**src/design/xbar_defines.svh**
```systemverilog
//********************
// sizes and field widths of the read crossbar
// the interleave logic is written for exactly four controllers
// a source index and a controller index share the same width
// the return source is taken from the top XBAR_PORT_W bits of the ID
//********************

`ifndef XBAR_DEFINES_SVH
`define XBAR_DEFINES_SVH

// request sources (tiles and host port)
`define XBAR_NUM_SRC   4
// memory controller ports
`define XBAR_NUM_MEM   4

`define XBAR_ID_W      8
`define XBAR_ADDR_W    32
`define XBAR_DATA_W    64

// cache line offset, cleared on the outgoing address
`define XBAR_LINE_BITS 6

// width of a source or controller index
`define XBAR_PORT_W    2

`endif
```
**src/design/xbar_pkg.sv**
```systemverilog
//********************
// field types, channel structs and the interleave mode
// widths come from xbar_defines.svh
// mode encoding 3 is illegal and never stored
//********************

`include "xbar_defines.svh"

package xbar_pkg;

   typedef logic [`XBAR_ID_W-1:0]   axi_id_t;
   typedef logic [`XBAR_ADDR_W-1:0] axi_addr_t;
   typedef logic [`XBAR_DATA_W-1:0] axi_data_t;
   typedef logic [7:0]              axi_len_t;
   typedef logic [1:0]              axi_resp_t;

   // one read request on the AR channel
   typedef struct packed {
      axi_id_t   id;
      axi_addr_t addr;
      axi_len_t  len;
   } ar_req_t;

   // one read data beat on the R channel
   typedef struct packed {
      axi_id_t   id;
      axi_data_t data;
      axi_resp_t resp;
      logic      last;
   } r_beat_t;

   // number of active controllers used for line interleaving
   typedef enum logic [1:0] {
      MODE_ONE  = 2'd0,
      MODE_TWO  = 2'd1,
      MODE_FOUR = 2'd2
   } mem_mode_e;

endpackage

```
**src/design/xbar_cfg.sv**
```systemverilog
//********************
// run-time interleave mode register
// resets to four active controllers
// a write of encoding 3 is dropped and sets a sticky error until reset
//********************

`timescale 1ns/1ns

module xbar_cfg (
   input  logic                clk,
   input  logic                rstn,
   input  logic                cfg_wr,
   input  logic [1:0]          cfg_mode,
   output xbar_pkg::mem_mode_e mode,
   output logic                cfg_err
);

   logic illegal;

   assign illegal = (cfg_mode == 2'd3);

   always_ff @(posedge clk) begin
      if (!rstn) begin
         mode    <= xbar_pkg::MODE_FOUR;
         cfg_err <= 1'b0;
      end else if (cfg_wr) begin
         if (illegal) begin
            cfg_err <= 1'b1;
         end else begin
            mode <= xbar_pkg::mem_mode_e'(cfg_mode);
         end
      end
   end

endmodule

```
**config.mk**
```make
export PLATFORM = sky130hd
export DESIGN_NAME = xbar_cfg
export DESIGN_NICKNAME = d
export VERILOG_FILES = /design/src/design/xbar_pkg.sv /design/src/design/xbar_cfg.sv
export VERILOG_INCLUDE_DIRS = /design/src /design/src/design
export SDC_FILE = /design/constraint.sdc
export NUM_CORES = 1
export LEC_CHECK = 0
export ABC_AREA = 0
export BUFFER_PORTS_ARGS = -buffer_cell sky130_fd_sc_hd__clkbuf_2
export CAP_MARGIN = 20
export CORE_AREA = 2 2 39 41
export CTS_CLUSTER_SIZE = 28
export DETAILED_ROUTE_END_ITERATION = 7
export DIE_AREA = 0 0 41 43
export PLACE_DENSITY = 0.32
export REMOVE_ABC_BUFFERS = 1
export SLEW_MARGIN = 20
export SYNTH_ARGS = -nofsm -noshare
export SYNTH_HDL_FRONTEND = slang
export SYNTH_SLANG_ARGS = --single-unit
export TNS_END_PERCENT = 5
```
**constraint.sdc**
```tcl
create_clock -name clk -period 1.7 [get_ports clk]
set_input_delay 0.085 -clock clk [delete_from_list [all_inputs] [get_ports clk]]
set_output_delay 0.085 -clock clk [all_outputs]
set_load 0.005 [all_outputs]
```
Word-level counts from Yosys, hierarchy flattened --
Index checks and enable logic that the tools add are counted.
Word-level totals: output and inout bits 3, bits of input ports 5, word-level logic and storage cells 6, register bits 3
Cells by class: bitwise gates (word level) 1, eq/ne operators 1, reductions and logical operators 2
Operator list (count):
- 2-bit AND reduction | 2
- 2-bit equality test (second input constant) | 1
- 1-bit inverter | 1

Logic depth before layout (Yosys ltp) --
depth after elaboration 3, depth in mapped cells 2, mapped depth without buffers 2

Worst setup path after synthesis --
No wires, ideal clock.
path type flip-flop to flip-flop, start point reg mode[0] (netlist name), end point reg mode[0], arrival time 501 ps, required time 1584 ps, cell stages (with the launch flop) 2, library setup time 116 ps, clock period less this slack 618 ps, path buffers 0, setup slack 1082 ps, cells stage by stage dfxtp_1 o211a_1
RTL lines:
- end signal, assigned | RTL line xbar_cfg.sv:24 | mode <= xbar_pkg::MODE_FOUR;
- end signal, assigned | RTL line xbar_cfg.sv:30 | mode <= xbar_pkg::mem_mode_e'(cfg_mode);
- end, declared | RTL line xbar_cfg.sv:14 | output xbar_pkg::mem_mode_e mode,

Worst setup path after layout --
start point reg mode[0], end point out mode[0]
No word-level cell between the ends.

==> summary.md <==
| Metric | Value |
|---|---|
| Status | `finished clean` |
| 1st-pass router iterations | `2` |
| Largest net degree at the start of global routing | `5` |
| Starting Density | `between 8 and 9%` |
| Combinational Power Share | `9.2%` |
| Clock sinks | `3` |
| Setup Crit Path Kind | `reg2out` |
| FF+latch count, synth | `3` |
| Clk network pwr share | `a little under three fifths` |
| Power Dens Cells | `1120 mW/mm²` |
| Crit path from | `mode[0]$_SDFFE_PN0P_` |
| Unique masters post-synth | `7` |
| Drt wl/cell | `roughly 7.5 µm` |
| Levels on crit path | `1` |
| Sequential share of power | `35.0%` |
| Worst slew margin | `91.4%` |
| Insertion delay to the later sink of the worst-skew pair | `~0.23 ns` |
| Initial antenna violation count | `0` |
| Pint | `between 150 and 200 µW` |
| Fillers | `about 160` |
| Register area share after synthesis | `between 50% and 60%` |
| Worst Setup Start Kind | `flop` |
| Slowest CP cell | `dfxtp_1` |
| Final Hold Viols | `0` |
| Synth-to-layout area growth | `69.9%` |
| Finish-stage setup viols | `0` |
| Hold Crit Class | `in2reg` |
| Cts repair resizes | `0` |
| Utilization after layout | `between 10 and 15%` |
| Clock transition at path regs | `~0.04 ns` |
| Clock Skew | `0 ns` |
| Nets | `27` |
| Placer Congestion | `0.502` |
| Ys async rst share | `0%` |
| Vias in the first global route | `about 110` |
| CTS buffer count | `3` |
| Die area | `between 0.0015 and 0.002 mm²` |
| Critical Path, Cell by Cell | `clkbuf_2` |
| Top cells by area, synth | `dfxtp_1 (52%), nor2b_4 (12%), nor2b_1 (11%)` |
| Fin crit share | `between 40% and 50%` |
| Worst path top cell family by delay | `flip-flops` |
| DRT Wirelength | `about 280 µm` |
| Die Ht | `about 43 µm` |
| Post-Syn Area per Cell | `about 12 µm²` |
| Syn. warnings | `0` |
| Reg-to-Reg Start | `mode[0]$_SDFFE_PN0P_` |
| Worst IR drop on VDD | `0.146 mV` |
| CTS tree | `yes` |
| Core Area | `0.00138 mm²` |
| Port bufs | `7` |
| # hold bufs at CTS | `0` |
| Antenna Violating Nets Remaining | `0` |
| CP max stage delay | `roughly 0.32 ns` |
| Crit path DAT | `0.67 ns` |
| Fin Setup TNS | `0 ns` |
| Unrepaired setup endpoints after global routing | `no` |
| Worst slew pin tran | `approximately 0.13 ns` |
| Leading area contributor after synthesis | `dfxtp_1` |
| Vias/cell | `between 2 and 3` |
| Setup repair bufs after CTS | `0` |
| Worst EP required | `roughly 1.6 ns` |
| Max Clk Rate | `around 1300 MHz` |
| Setup crit end kind | `output pin` |
| # DRC | `0` |
| Most frequent cell after synthesis | `dfxtp_1` |
| Via count | `110` |
| # diodes | `0` |
| FF-to-FF End | `mode[0]$_SDFFE_PN0P_` |
| GRT Util Overall | `4.11%` |
| CP bufs+invs | `1` |
| Tmin final | `~0.76 ns` |
| Die width | `41 µm` |
| Post-synth top flop | `dfxtp_1` |
| EDFF count, synth | `0` |
| Global-route wire length before repair | `about 380 µm` |
| Post-synth top area share | `about half` |
| Core Rows | `14` |
| Post-Syn Instances | `10` |
| Commonest cells in the synthesized netlist | `dfxtp_1 (3), nor2b_1 (2)` |
| CTS max path bufs | `2` |
| Hold path depth | `2` |
| CP endpoint | `mode[0]` |
| DR iter-0 viols | `2` |
| Max-capacitance violation count | `0` |
| Reg2Reg Setup Slack | `1.08 ns` |
| Post-synthesis instance area | `approximately 120 µm²` |
| CTS root buf | `clkbuf_4` |
| Critical Path Fanout Max | `2` |
| Slew Limit Fails | `0` |
| # IOs | `8` |
| P_sw | `45.7 µW` |
| Number of non-filler instances in the completed layout | `37` |
| Placed Cells | `33` |
| H-tree levels | `1` |
| P_leak | `0.0000977 µW` |
| R2r worst-path depth | `1` |
| Net Sw Frac | `between 20% and 30%` |
| Fraction of final layout cells sized beyond drive strength 1 | `about 52%` |
| Total grt overflow | `0` |
worst min path at each step:
stage	from	endpoint	slack (ns)
3_3_place_gp	rstn	mode[1]$_SDFFE_PN1P_	0.34
2_1_floorplan	rstn	mode[1]$_SDFFE_PN1P_	0.20
5_1_grt	rstn	mode[1]$_SDFFE_PN1P_	0.09
4_1_cts	rstn	mode[1]$_SDFFE_PN1P_	0.09
6_report	rstn	mode[1]$_SDFFE_PN1P_	0.09
3_5_place_dp	rstn	mode[1]$_SDFFE_PN1P_	0.33
routing by layer:
metal	vias to the layer above	track usage, %	part of all wire, %
met3	0	4.71	21
met4	0	6.00	0
li1	57	-	-
met5	-	0	0
met1	45	3.83	45
met2	8	3.44	33
cells in the final DEF, fill, tap and decap left out:
cell / Yosys / routed
a31oi_1: 1 / 1
clkbuf_2: 0 / 7
nor2b_4: 1 / 1
nor2b_1: 2 / 2
dfxtp_1: 3 / 3
a22oi_1: 1 / 1
nand2b_1: 1 / 1
clkbuf_1: 0 / 1
o211a_1: 1 / 1
clkbuf_4: 0 / 3
kinds of logic (layout without fill, tap and decap cells):
kind of cell    after synthesis  count (layout)  share of synthesized area (%)
simple gates                  4               4                           28.0
flops                         3               3                           51.6
compound gates                3               3                           20.4
buf+inv                       0              11                              0
per-stage QoR:
step                      hold slack [ns]  power, µW  area (µm²)  worst slack [ns]
after global placement              0.341       99.3         171              1.07
after CTS                          0.0854        229         198             0.936
after global routing               0.0865        237         198             0.907
after detailed placement            0.335       99.0         171              1.08
after floorplan                     0.199       86.9         116              1.08
final                              0.0911        221         198             0.944
flip-flops by register name, summed over array words and instances, names as in the netlist:
| register | cells |
|---|---|
| cfg_err | 1 |
| mode | 2 |
power groups by stage:
| stage | Sequential [µW] | Clock (µW) | Combinational [µW] |
|---|---|---|---|
| 2_1_floorplan | 78.6 | 0 | 8.22 |
| 3_3_place_gp | 78.3 | 0 | 21.0 |
| 3_5_place_dp | 78.3 | 0 | 20.7 |
| 4_1_cts | 77.2 | 131 | 20.9 |
| 5_1_grt | 77.4 | 136 | 23.0 |
| 6_report | 77.2 | 123 | 20.4 |
final cells by class:
| cell class | instances | area, µm² | share of cell area, % |
|---|---|---|---|
| Sequential cell | 3 | 60.1 | 30.4 |
| Tap cell | 16 | 20.0 | 10.1 |
| Timing Repair Buffer | 7 | 35.0 | 17.7 |
| Clock buffer | 4 | 26.3 | 13.3 |
| Multi-Input combinational cell | 7 | 56.3 | 28.5 |
Power figures use the tool's default switching activity.
